<file path="config.mk">
export PLATFORM = sky130hd
export DESIGN_NAME = rv_execute
export DESIGN_NICKNAME = d
export VERILOG_FILES = /design/src/design/rv_execute_pkg.sv /design/src/design/rv_ex_decode.sv /design/src/design/rv_alu.sv /design/src/design/rv_branch_unit.sv /design/src/design/rv_result_merge.sv /design/src/design/rv_execute.sv
export VERILOG_INCLUDE_DIRS = /design/src /design/src/design
export SDC_FILE = /design/constraint.sdc
export NUM_CORES = 1
export LEC_CHECK = 0
export ABC_CLOCK_PERIOD_IN_PS = 6400
export BUFFER_PORTS_ARGS = -buffer_cell sky130_fd_sc_hd__buf_4
export CELL_PAD_IN_SITES_DETAIL_PLACEMENT = 0
export CELL_PAD_IN_SITES_GLOBAL_PLACEMENT = 1
export CORE_MARGIN = 4
export CORE_UTILIZATION = 45
export CTS_CLUSTER_DIAMETER = 60
export CTS_CLUSTER_SIZE = 30
export DETAILED_ROUTE_END_ITERATION = 12
export PLACE_DENSITY = 0.87
export SYNTH_ARGS = -nofsm -noshare
export SYNTH_HDL_FRONTEND = slang
export SYNTH_SLANG_ARGS = --single-unit
</file>
<file path="constraint.sdc">
create_clock -name clk -period 6.4 [get_ports clk]
set_input_delay 0.64 -clock clk [delete_from_list [all_inputs] [get_ports clk]]
set_output_delay 0.64 -clock clk [all_outputs]
set_load 0.02 [all_outputs]
</file>
<file path="src/design/rv_execute_config.svh">
`ifndef RV_EXECUTE_CONFIG_SVH
`define RV_EXECUTE_CONFIG_SVH

// Data path and address width of the core
`define XLEN 32

// Shift amount field, low bits of the second operand
`define SHAMT_W 5

// First fetch address out of reset, mirrored by the testbench model
`define RESET_PC 32'h0000_0000

`endif

</file>
<file path="src/design/rv_execute_pkg.sv">
`include "rv_execute_config.svh"

package rv_execute_pkg;

  // RV32I major opcodes handled by this stage
  typedef enum logic [6:0] {
    OPC_OP     = 7'b0110011,
    OPC_OP_IMM = 7'b0010011,
    OPC_LUI    = 7'b0110111,
    OPC_AUIPC  = 7'b0010111,
    OPC_LOAD   = 7'b0000011,
    OPC_STORE  = 7'b0100011,
    OPC_BRANCH = 7'b1100011,
    OPC_JAL    = 7'b1101111,
    OPC_JALR   = 7'b1100111
  } opcode_e;

  typedef enum logic [3:0] {
    CLS_ILLEGAL = 4'd0,
    CLS_OP      = 4'd1,
    CLS_OP_IMM  = 4'd2,
    CLS_LUI     = 4'd3,
    CLS_AUIPC   = 4'd4,
    CLS_LOAD    = 4'd5,
    CLS_STORE   = 4'd6,
    CLS_BRANCH  = 4'd7,
    CLS_JAL     = 4'd8,
    CLS_JALR    = 4'd9
  } op_class_e;

  typedef struct packed {
    logic [31:0]        instruction;
    logic [`XLEN-1:0]   pc;
    logic [`XLEN-1:0]   rs1_data;
    logic [`XLEN-1:0]   rs2_data;
  } ex_in_t;

  typedef struct packed {
    logic [`XLEN-1:0]   op_a;
    logic [`XLEN-1:0]   op_b;
    logic [2:0]         funct3;
    logic               alt;        // SUB / SRA / SRAI select
    logic               use_funct;  // Clear means plain add
  } alu_req_t;

  typedef struct packed {
    op_class_e          op_class;
    logic [2:0]         funct3;
    logic [`XLEN-1:0]   rs1_data;
    logic [`XLEN-1:0]   rs2_data;
    logic [`XLEN-1:0]   pc;
    logic [`XLEN-1:0]   imm;
  } br_req_t;

  typedef struct packed {
    logic               taken;
    logic [`XLEN-1:0]   target;
    logic [`XLEN-1:0]   link;       // Return address, pc + 4
  } br_res_t;

  typedef struct packed {
    logic [`XLEN-1:0]   value;
    logic               write_en;
    logic               redirect;
    logic [`XLEN-1:0]   target;
  } ex_result_t;

endpackage

</file>
<file path="src/design/rv_ex_decode.sv">
`timescale 1ns/1ps
`include "rv_execute_config.svh"

module rv_ex_decode (
  input  rv_execute_pkg::ex_in_t    in_data,
  output rv_execute_pkg::alu_req_t  alu_req,
  output rv_execute_pkg::br_req_t   br_req,
  output rv_execute_pkg::op_class_e op_class
);

  import rv_execute_pkg::*;

  logic [31:0]      ins;
  logic [2:0]       funct3;
  logic [`XLEN-1:0] imm_i;
  logic [`XLEN-1:0] imm_s;
  logic [`XLEN-1:0] imm_b;
  logic [`XLEN-1:0] imm_u;
  logic [`XLEN-1:0] imm_j;

  assign ins    = in_data.instruction;
  assign funct3 = ins[14:12];

  // Immediate formats, all sign extended from bit 31
  assign imm_i = {{(`XLEN-12){ins[31]}}, ins[31:20]};
  assign imm_s = {{(`XLEN-12){ins[31]}}, ins[31:25], ins[11:7]};
  assign imm_b = {{(`XLEN-13){ins[31]}}, ins[31], ins[7], ins[30:25], ins[11:8], 1'b0};
  assign imm_u = {ins[31:12], 12'b0};
  assign imm_j = {{(`XLEN-21){ins[31]}}, ins[31], ins[19:12], ins[20], ins[30:21], 1'b0};

  always_comb begin
    case (ins[6:0])
      OPC_OP:     op_class = CLS_OP;
      OPC_OP_IMM: op_class = CLS_OP_IMM;
      OPC_LUI:    op_class = CLS_LUI;
      OPC_AUIPC:  op_class = CLS_AUIPC;
      OPC_LOAD:   op_class = CLS_LOAD;
      OPC_STORE:  op_class = CLS_STORE;
      OPC_BRANCH: op_class = CLS_BRANCH;
      OPC_JAL:    op_class = CLS_JAL;
      OPC_JALR:   op_class = CLS_JALR;
      default:    op_class = CLS_ILLEGAL;
    endcase
  end

  // ALU operands, default is rs1 + I-immediate
  always_comb begin
    alu_req.op_a      = in_data.rs1_data;
    alu_req.op_b      = imm_i;
    alu_req.funct3    = funct3;
    alu_req.alt       = 1'b0;
    alu_req.use_funct = 1'b0;
    case (op_class)
      CLS_OP: begin
        alu_req.op_b      = in_data.rs2_data;
        alu_req.use_funct = 1'b1;
        alu_req.alt       = ins[30] && (funct3 == 3'b000 || funct3 == 3'b101); // SUB, SRA
      end
      CLS_OP_IMM: begin
        alu_req.use_funct = 1'b1;
        alu_req.alt       = ins[30] && (funct3 == 3'b101); // SRAI only
      end
      CLS_LUI: begin
        alu_req.op_a = '0;
        alu_req.op_b = imm_u;
      end
      CLS_AUIPC: begin
        alu_req.op_a = in_data.pc;
        alu_req.op_b = imm_u;
      end
      CLS_STORE: alu_req.op_b = imm_s;
      default: ;                          // LOAD keeps rs1 + imm_i
    endcase
  end

  always_comb begin
    br_req.op_class = op_class;
    br_req.funct3   = funct3;
    br_req.rs1_data = in_data.rs1_data;
    br_req.rs2_data = in_data.rs2_data;
    br_req.pc       = in_data.pc;
    case (op_class)
      CLS_JAL:  br_req.imm = imm_j;
      CLS_JALR: br_req.imm = imm_i;
      default:  br_req.imm = imm_b;
    endcase
  end

endmodule

</file>
<file path="src/design/rv_alu.sv">
`timescale 1ns/1ps
`include "rv_execute_config.svh"

module rv_alu (
  input  rv_execute_pkg::alu_req_t alu_req,
  output logic [`XLEN-1:0]         alu_result
);

  logic               sub;
  logic [`XLEN-1:0]   b_eff;
  logic [`XLEN-1:0]   sum;
  logic [`SHAMT_W-1:0] shamt;
  logic               lt_s;
  logic               lt_u;

  // Subtract only for OP funct3 000 with the alternate bit
  assign sub   = alu_req.use_funct && (alu_req.funct3 == 3'b000) && alu_req.alt;
  assign b_eff = sub ? ~alu_req.op_b : alu_req.op_b;
  assign sum   = alu_req.op_a + b_eff + {{(`XLEN-1){1'b0}}, sub}; // Shared adder, carry-in on SUB

  assign shamt = alu_req.op_b[`SHAMT_W-1:0];
  assign lt_s  = $signed(alu_req.op_a) < $signed(alu_req.op_b);
  assign lt_u  = alu_req.op_a < alu_req.op_b;

  always_comb begin
    if (!alu_req.use_funct) begin
      alu_result = sum;                   // Address and upper-immediate forms
    end else begin
      case (alu_req.funct3)
        3'b000: alu_result = sum;         // ADD / SUB
        3'b001: alu_result = alu_req.op_a << shamt;
        3'b010: alu_result = {{(`XLEN-1){1'b0}}, lt_s};
        3'b011: alu_result = {{(`XLEN-1){1'b0}}, lt_u};
        3'b100: alu_result = alu_req.op_a ^ alu_req.op_b;
        3'b101: begin
          if (alu_req.alt)
            alu_result = $unsigned($signed(alu_req.op_a) >>> shamt); // SRA
          else
            alu_result = alu_req.op_a >> shamt;
        end
        3'b110: alu_result = alu_req.op_a | alu_req.op_b;
        default: alu_result = alu_req.op_a & alu_req.op_b;
      endcase
    end
  end

endmodule

</file>
<file path="src/design/rv_branch_unit.sv">
`timescale 1ns/1ps
`include "rv_execute_config.svh"

module rv_branch_unit (
  input  rv_execute_pkg::br_req_t br_req,
  output rv_execute_pkg::br_res_t br_res
);

  import rv_execute_pkg::*;

  logic             eq;
  logic             lt_s;
  logic             lt_u;
  logic             cond;
  logic [`XLEN-1:0] base;
  logic [`XLEN-1:0] sum;

  // Direct comparisons, immune to overflow of rs1 - rs2
  assign eq   = br_req.rs1_data == br_req.rs2_data;
  assign lt_s = $signed(br_req.rs1_data) < $signed(br_req.rs2_data);
  assign lt_u = br_req.rs1_data < br_req.rs2_data;

  always_comb begin
    case (br_req.funct3)
      3'b000:  cond = eq;       // BEQ
      3'b001:  cond = !eq;      // BNE
      3'b100:  cond = lt_s;     // BLT
      3'b101:  cond = !lt_s;    // BGE
      3'b110:  cond = lt_u;     // BLTU
      3'b111:  cond = !lt_u;    // BGEU
      default: cond = 1'b0;
    endcase
  end

  // JALR is register relative, everything else pc relative
  assign base = (br_req.op_class == CLS_JALR) ? br_req.rs1_data : br_req.pc;
  assign sum  = base + br_req.imm;

  always_comb begin
    case (br_req.op_class)
      CLS_BRANCH:        br_res.taken = cond;
      CLS_JAL, CLS_JALR: br_res.taken = 1'b1;
      default:           br_res.taken = 1'b0;
    endcase
  end

  assign br_res.target = (br_req.op_class == CLS_JALR) ? {sum[`XLEN-1:1], 1'b0} : sum;
  assign br_res.link   = br_req.pc + `XLEN'd4;

endmodule

</file>
<file path="src/design/rv_result_merge.sv">
`timescale 1ns/1ps
`include "rv_execute_config.svh"

module rv_result_merge (
  input  logic                       clk,
  input  logic                       reset,
  input  logic                       in_valid,
  input  rv_execute_pkg::op_class_e  op_class,
  input  logic [`XLEN-1:0]           alu_result,
  input  rv_execute_pkg::br_res_t    br_res,
  output logic                       out_valid,
  output rv_execute_pkg::ex_result_t out_data
);

  import rv_execute_pkg::*;

  ex_result_t nxt;

  always_comb begin
    nxt = '0;                             // ILLEGAL stays all zero
    case (op_class)
      CLS_OP, CLS_OP_IMM, CLS_LUI, CLS_AUIPC: begin
        nxt.value    = alu_result;
        nxt.write_en = 1'b1;
      end
      CLS_LOAD, CLS_STORE: nxt.value = alu_result; // Memory address only
      CLS_BRANCH: begin
        nxt.redirect = br_res.taken;
        nxt.target   = br_res.target;     // Reported even when not taken
      end
      CLS_JAL, CLS_JALR: begin
        nxt.value    = br_res.link;
        nxt.write_en = 1'b1;
        nxt.redirect = 1'b1;
        nxt.target   = br_res.target;
      end
      default: ;
    endcase
  end

  always_ff @(posedge clk) begin
    if (reset) begin
      out_valid         <= 1'b0;
      out_data.write_en <= 1'b0;
      out_data.redirect <= 1'b0;
    end else begin
      out_valid <= in_valid;              // One cycle pulse per instruction
      if (in_valid) begin
        out_data.write_en <= nxt.write_en;
        out_data.redirect <= nxt.redirect;
      end
    end
    if (in_valid) begin
      out_data.value  <= nxt.value;
      out_data.target <= nxt.target;
    end
  end

endmodule

</file>
<file path="src/design/rv_execute.sv">
`timescale 1ns/1ps
`include "rv_execute_config.svh"

module rv_execute (
  input  logic                       clk,
  input  logic                       reset,
  input  logic                       in_valid,
  input  rv_execute_pkg::ex_in_t     in_data,
  output logic                       out_valid,
  output rv_execute_pkg::ex_result_t out_data
);

  import rv_execute_pkg::*;

  alu_req_t         alu_req;
  br_req_t          br_req;
  op_class_e        op_class;
  br_res_t          br_res;
  logic [`XLEN-1:0] alu_result;

  rv_ex_decode i_decode (
    .in_data  (in_data),
    .alu_req  (alu_req),
    .br_req   (br_req),
    .op_class (op_class)
  );

  // ALU and branch unit work side by side on the same instruction
  rv_alu i_alu (
    .alu_req    (alu_req),
    .alu_result (alu_result)
  );

  rv_branch_unit i_branch (
    .br_req (br_req),
    .br_res (br_res)
  );

  rv_result_merge i_merge (
    .clk        (clk),
    .reset      (reset),
    .in_valid   (in_valid),
    .op_class   (op_class),
    .alu_result (alu_result),
    .br_res     (br_res),
    .out_valid  (out_valid),
    .out_data   (out_data)
  );

endmodule

</file>
==> metrics.txt, run 1 <==
worst min path class=in2reg; Combinational Power Share=0.569; MaxCap Viol Count=0; FILL cells=~3300; vias in the first global route=between 15000 and 20000; remaining global-route overflow=0; fin crit period=5530 ps; DRT Wirelength=81.5 mm; clock transition at the registers of the reported paths=70 ps; Wirelength per Cell=around 30 µm; Max Buffers Root-to-Sink=2; fmax=181 MHz; most frequent cells in the layout=buf_4 (277), a21oi_1 (207), ha_1 (191), nand2_1 (171), nor2_1 (158); clock tree from TritonCTS=built; EDFF count, synth=64; WP data arrival=5600 ps; Post-Route Skew=0 ps; Worst Tran Pin Value=roughly 1200 ps; crit path kind=in2reg; Post-CTS Setup Bufs=0; post-synthesis cell count=2022; H-tree levels=3; RePlAce Congestion=1.11; outcome=complete, no violations; Max VDD drop=~0.00014 V; Die Ht=192 µm; cell at the root of the clock tree=clkbuf_16; Reg power frac=0.203; Initial Util=0.454; largest net degree at the start of global routing=65; CTS resizes=0; io pins=198; sequential share of the synthesized area=0.130; internal cell power=0.00137 W; hold buffers post-CTS=0; setup TNS=0 ps; Leak=between 7 and 8 nW; Placeable Area=0.0334 mm²; Syn Nets=2346; nets=2509; CTS Buf Count=9; Final HPWL DP=64.7 mm; Initial DRC Count=2829; Worst Setup EP=i_merge.out_data[42]; clk sinks=67; ANT nets after route=0; Worst R2R Start=i_merge.out_data[32]; period utilization=0.864; first-pass GRT wire length=116 mm; reg2reg end=i_merge.out_data[32]; Layout area overhead=16.7%; Pwr Density=144 mW/mm²; placed inst area=0.0174 mm²; Final Hold Fails=0; unrepaired setup endpoints after global routing=false; crit-path max FO=14; port buffer count=197; synthesis warning total=0; DIE AREA=0.0368 mm²; Worst R2R Setup Slack=5630 ps; drt drc=0; CP required=between 6000 and 7000 ps; share of cells above drive strength 1=0.182; Vias=18100; Synth async-reset ratio=0; Post-Syn Area=0.0152 mm²; Via-to-Cell Ratio=6.84; drt pass-1 iters=8; Worst Setup SP=in_data[99]; Most used DFF post-synth=edfxtp_1; Psw=0.00118 W; die width=about 190 µm; Mapped Avg Cell Area=7.51 µm²; crit end category=flip-flop; post-route cell area=roughly 0.018 mm²; total global-route track usage=0.428; commonest non-fill, non-tap cell in the layout=buf_4; Cell variety after synth=92; flops & latches, synth=67; initial antenna violation count=2; Hold Path Depth=2; Worst Reg-to-Reg Cells=3; Slew HR=0.161; Clock Latency Late Sink=370 ps; clock share of power=0.228; critical path launch point type=input pin; std cell rows=67; final setup fails=0; sw frac=0.463; Max Slew Vio Count=0
flip-flops by register name, indices dropped and copies added, names as in the netlist:
name and cells:
i_merge.out_data 66, i_merge.out_valid 1
critical path, stage by stage:
cell and delay (ps):
buf_4 180, and3b_1 430, nand3_1 410, buf_4 310, a211oi_1 460, nor2_1 120
fa_1 430, a21o_1 250, a21o_1 220, a21oi_1 300, o21ai_0 180, buf_4 210
a21oi_1 230, xnor2_1 160, a221oi_1 440, o21ai_0 150, a21oi_1 270, o22ai_1 210
worst min path at each step:
stage                               startpoint                   end  slack (ps)
after floorplan           i_merge.out_data[33]  i_merge.out_data[33]         560
after global placement    i_merge.out_data[33]  i_merge.out_data[33]         490
after detailed placement  i_merge.out_data[33]  i_merge.out_data[33]         500
after CTS                                reset  i_merge.out_data[33]         430
after global routing                     reset  i_merge.out_data[33]         450
final                                    reset  i_merge.out_data[33]         440
synth_stat cells, types with 24 or more instances:
cell / number / area (µm²)
a21oi_1: 209 / 1050
ha_1: 191 / 2390
nand2_1: 171 / 642
nor2_1: 162 / 608
inv_1: 125 / 469
o21ai_0: 106 / 531
clkbuf_1: 85 / 319
mux2i_1: 83 / 831
xnor2_1: 75 / 657
edfxtp_1: 64 / 1920
mux2_2: 54 / 608
a211oi_1: 53 / 398
a21o_1: 50 / 375
xor2_1: 41 / 359
nor2b_1: 40 / 250
nand3_1: 29 / 145
o221ai_1: 28 / 245
nor3_1: 26 / 130
o211ai_1: 26 / 195
a221oi_1: 24 / 210
nand4_1: 24 / 150
routing by layer:
layer | global-route usage | wire (µm)
met1 | 0.590 | 32800
met2 | 0.609 | 32600
met3 | 0.108 | 10900
met4 | 0.233 | 5270
met5 | 0 | 13
power by group through the flow:
stage	combinational [W]	sequential [W]	clock (W)
5_1_grt	0.00152	0.000519	0.000601
3_5_place_dp	0.00138	0.000525	0
4_1_cts	0.00139	0.000517	0.000584
2_1_floorplan	0.000798	0.000561	0
3_3_place_gp	0.00138	0.000525	0
6_report	0.00145	0.000517	0.000582
stage by stage:
step / setup WS [ps] / hold slack [ps] / total power [W] / std cells / util
CTS: 1120 / 435 / 0.00249 / 2637 / 0.530
finish: 873 / 445 / 0.00255 / 2640 / 0.530
floorplan: 1250 / 563 / 0.00136 / 2022 / -
global route: 607 / 449 / 0.00264 / 2637 / 0.530
detailed placement: 728 / 504 / 0.00191 / 2622 / 0.520
global placement: 915 / 490 / 0.00191 / 2622 / 0.520
logic make-up (layout without fill, tap and decap cells):
| family | Yosys count | after routing | synth area share |
|---|---|---|---|
| mux | 138 | 138 | 0.0962 |
| flops | 67 | 67 | 0.130 |
| compound gates | 706 | 706 | 0.310 |
| other cells | 0 | 3 | 0 |
| buf+inv | 260 | 427 | 0.0666 |
| fa+ha+maj | 193 | 193 | 0.160 |
| xor+xnor | 116 | 116 | 0.0669 |
| simple gates | 542 | 542 | 0.169 |
final cells by class:
type	instances	area [µm²]	area share
Multi-Input combinational cell	1695	12300	0.692
Timing Repair Buffer	278	2100	0.118
Inverter	134	503	0.0284
Clock inverter	6	88.8	0.00501
Tap cell	448	561	0.0316
Antenna cell	3	7.51	0.000423
Sequential cell	67	1980	0.112
Clock buffer	9	225	0.0127
Power figures use the tool's default switching activity.
==> run 2: changes to the inputs <==
Settings changed: ABC_CLOCK_PERIOD_IN_PS 6400 to 4800, CELL_PAD_IN_SITES_GLOBAL_PLACEMENT 1 to 2, CORE_UTILIZATION 45 to 32, PLACE_DENSITY 0.87 to 0.83.
Clock period 6.4 ns to 4.8 ns, I/O delays scaled along.
==> metrics.txt, run 2 (same netlist as run 1, synthesis figures left out) <==
Pwr Density=184 mW/mm² (+28%); commonest non-fill, non-tap cell in the layout=buf_4; crit-path max FO=5 (-9); Vias=17700 (-2.0%); worst min path class=in2reg; post-placement cell count=2909 (+11%); Initial Util=0.325 (-0.129); outcome=complete, no violations; Layout area overhead=24.9%; Final HPWL DP=69.1 mm (+6.8%); vias in the first global route=17200 (+2.1%); slowest cell delay on critical path=390 ps (-70 ps); drt drc=0 (unchanged); share of cells above drive strength 1=0.229 (+0.0474); WP depth=22 (+4); crit path kind=in2reg; Tot Pwr=0.00348 W (+37%); Clock Latency Late Sink=380 ps (about the same); Placeable Area=0.0468 mm² (+40%); first-pass GRT wire length=120 mm (+3.6%); Max Buffers Root-to-Sink=2 (unchanged); placed inst area=0.0186 mm² (+7.0%); Final Hold Fails=0 (unchanged); CP required=4910 ps (-1570 ps); Setup WS post-layout=172 ps (-701 ps); nets=2637 (+5.1%); Worst path slowest cell=o21ai_0; Initial DRC Count=1796 (-37%); CP Buf/Inv Count=6 (+3); CTS Buf Count=9 (unchanged); most frequent cells in the layout=buf_4 (401), a21oi_1 (208), ha_1 (191), nand2_1 (171), nor2_1 (157); remaining global-route overflow=0 (unchanged); Leak=8.44 nW (+8.4%); drt pass-1 iters=6 (-2); hold buffers post-CTS=0 (unchanged); initial antenna violation count=0 (-2); ANT nets after route=0 (unchanged); Wirelength per Cell=28.8 µm (-6.6%); unrepaired setup endpoints after global routing=false; Max VDD drop=0.000165 V (+16%); clock tree from TritonCTS=built; total global-route track usage=0.320 (-0.109); WP data arrival=4730 ps (-870 ps); largest net degree at the start of global routing=64 (-1.5%); FILL cells=4856 (+47%); port buffer count=197 (unchanged); crit-path cells=buf_4 -> or3_1 -> buf_4 -> nor4_4 -> buf_4 -> a211oi_2 -> nor2_1 -> fa_1 -> a21o_1 -> a21o_1 -> a21oi_1 -> buf_4 -> o21ai_0 -> buf_4 -> a21o_1 -> a21oi_1 -> buf_4 -> a31oi_1 -> a21oi_1 -> and4b_1 -> nor3_1 -> o21ai_1; RePlAce Congestion=1.07 (-4.2%); Post-Route Skew=0 ps (unchanged); std cell rows=79 (+18%); period utilization=0.964; post-route cell area=0.0190 mm² (+7.0%); Worst Tran Pin Value=1050 ps (-203 ps); Largest regs=i_merge.out_data x66, i_merge.out_valid x1; MaxCap Viol Count=0 (unchanged); io pins=198 (unchanged); crit end category=flip-flop; setup TNS=0 ps (unchanged); Post-CTS Setup Bufs=0 (unchanged); critical path launch point type=input pin; Hold Path Depth=2 (unchanged); final setup fails=0 (unchanged); non-filler instance count after layout=2926 (+11%); Worst Reg-to-Reg Cells=3 (unchanged); max FFs per register=66 (unchanged); Max Slew Vio Count=0 (unchanged); clk sinks=67 (unchanged); H-tree levels=3 (unchanged); die width=226 µm (+18%); multi-input logic area=0.0123 mm² (+0.18%); largest reg by FF count=i_merge.out_data; Slew HR=0.302 (+0.141); Reg area=0.00198 mm² (unchanged); clock transition at the registers of the reported paths=60 ps (about the same); fin crit period=4630 ps; fmax=~220 MHz; cell at the root of the clock tree=clkbuf_16; critical path's top delay family=compound AO/OA/AOI/OAI gates; CTS resizes=0 (unchanged); Die Ht=226 µm (+18%); DIE AREA=0.0510 mm² (+39%); Most common cell on crit path=buf_4; Via-to-Cell Ratio=6.05 (-12%); DRT Wirelength=84.4 mm (+3.5%); pre-CTS WS=-177 ps (-906 ps)
[run 2: final cells by class]
class / count / share of cell area
Multi-Input combinational cell: 1695 / 0.648
Timing Repair Buffer: 406 / 0.164
Antenna cell: 2 / 0.000264
Inverter: 134 / 0.0265
Tap cell: 607 / 0.0401
Sequential cell: 67 / 0.105
Clock buffer: 9 / 0.0119
Clock inverter: 6 / 0.00482
[run 2: layer usage]
metal | part of all wire | vias to the layer above | GRT usage
li1 | - | 8079 | -
met3 | 0.093 | 160 | 0.0698
met5 | 0 | - | 0
met1 | 0.44 | 8506 | 0.442
met2 | 0.43 | 967 | 0.481
met4 | 0.047 | 0 | 0.133
[run 2: per-stage QoR]
stage / hold slack, ps / util
detailed placement: 497 / 0.398
global placement: 499 / 0.398
global route: 283 / 0.405
finish: 284 / 0.406
CTS: 265 / 0.405
floorplan: 552 / -
[run 2: path summary, 6_finish.rpt]
| path | start | end | slack (ps) |
|---|---|---|---|
| worst max-delay path | in_data[110] | i_merge.out_data[62] | 170 |
| worst min-delay path | reset | i_merge.out_data[33] | 280 |
| worst max register to register | i_merge.out_data[32] | i_merge.out_data[32] | 4040 |
| worst min register to register | i_merge.out_data[33] | i_merge.out_data[33] | 510 |
[run 2: worst register-to-register path, cell delays in order (launching register included)]
cell      delay [ps]
dfxtp_1          310
nand2b_1          60
o21ai_0           70
a31o_2           210
[run 2: report_power, final]
group,total [W],internal (W),leakage [nW],switching [W]
Combinational,0.00202,0.000778,7.65,0.00125
Sequential,0.000692,0.000678,0.633,0.0000138
Clock,0.000767,0.000453,0.155,0.000314
Total,0.00348,0.00191,8.44,0.00157
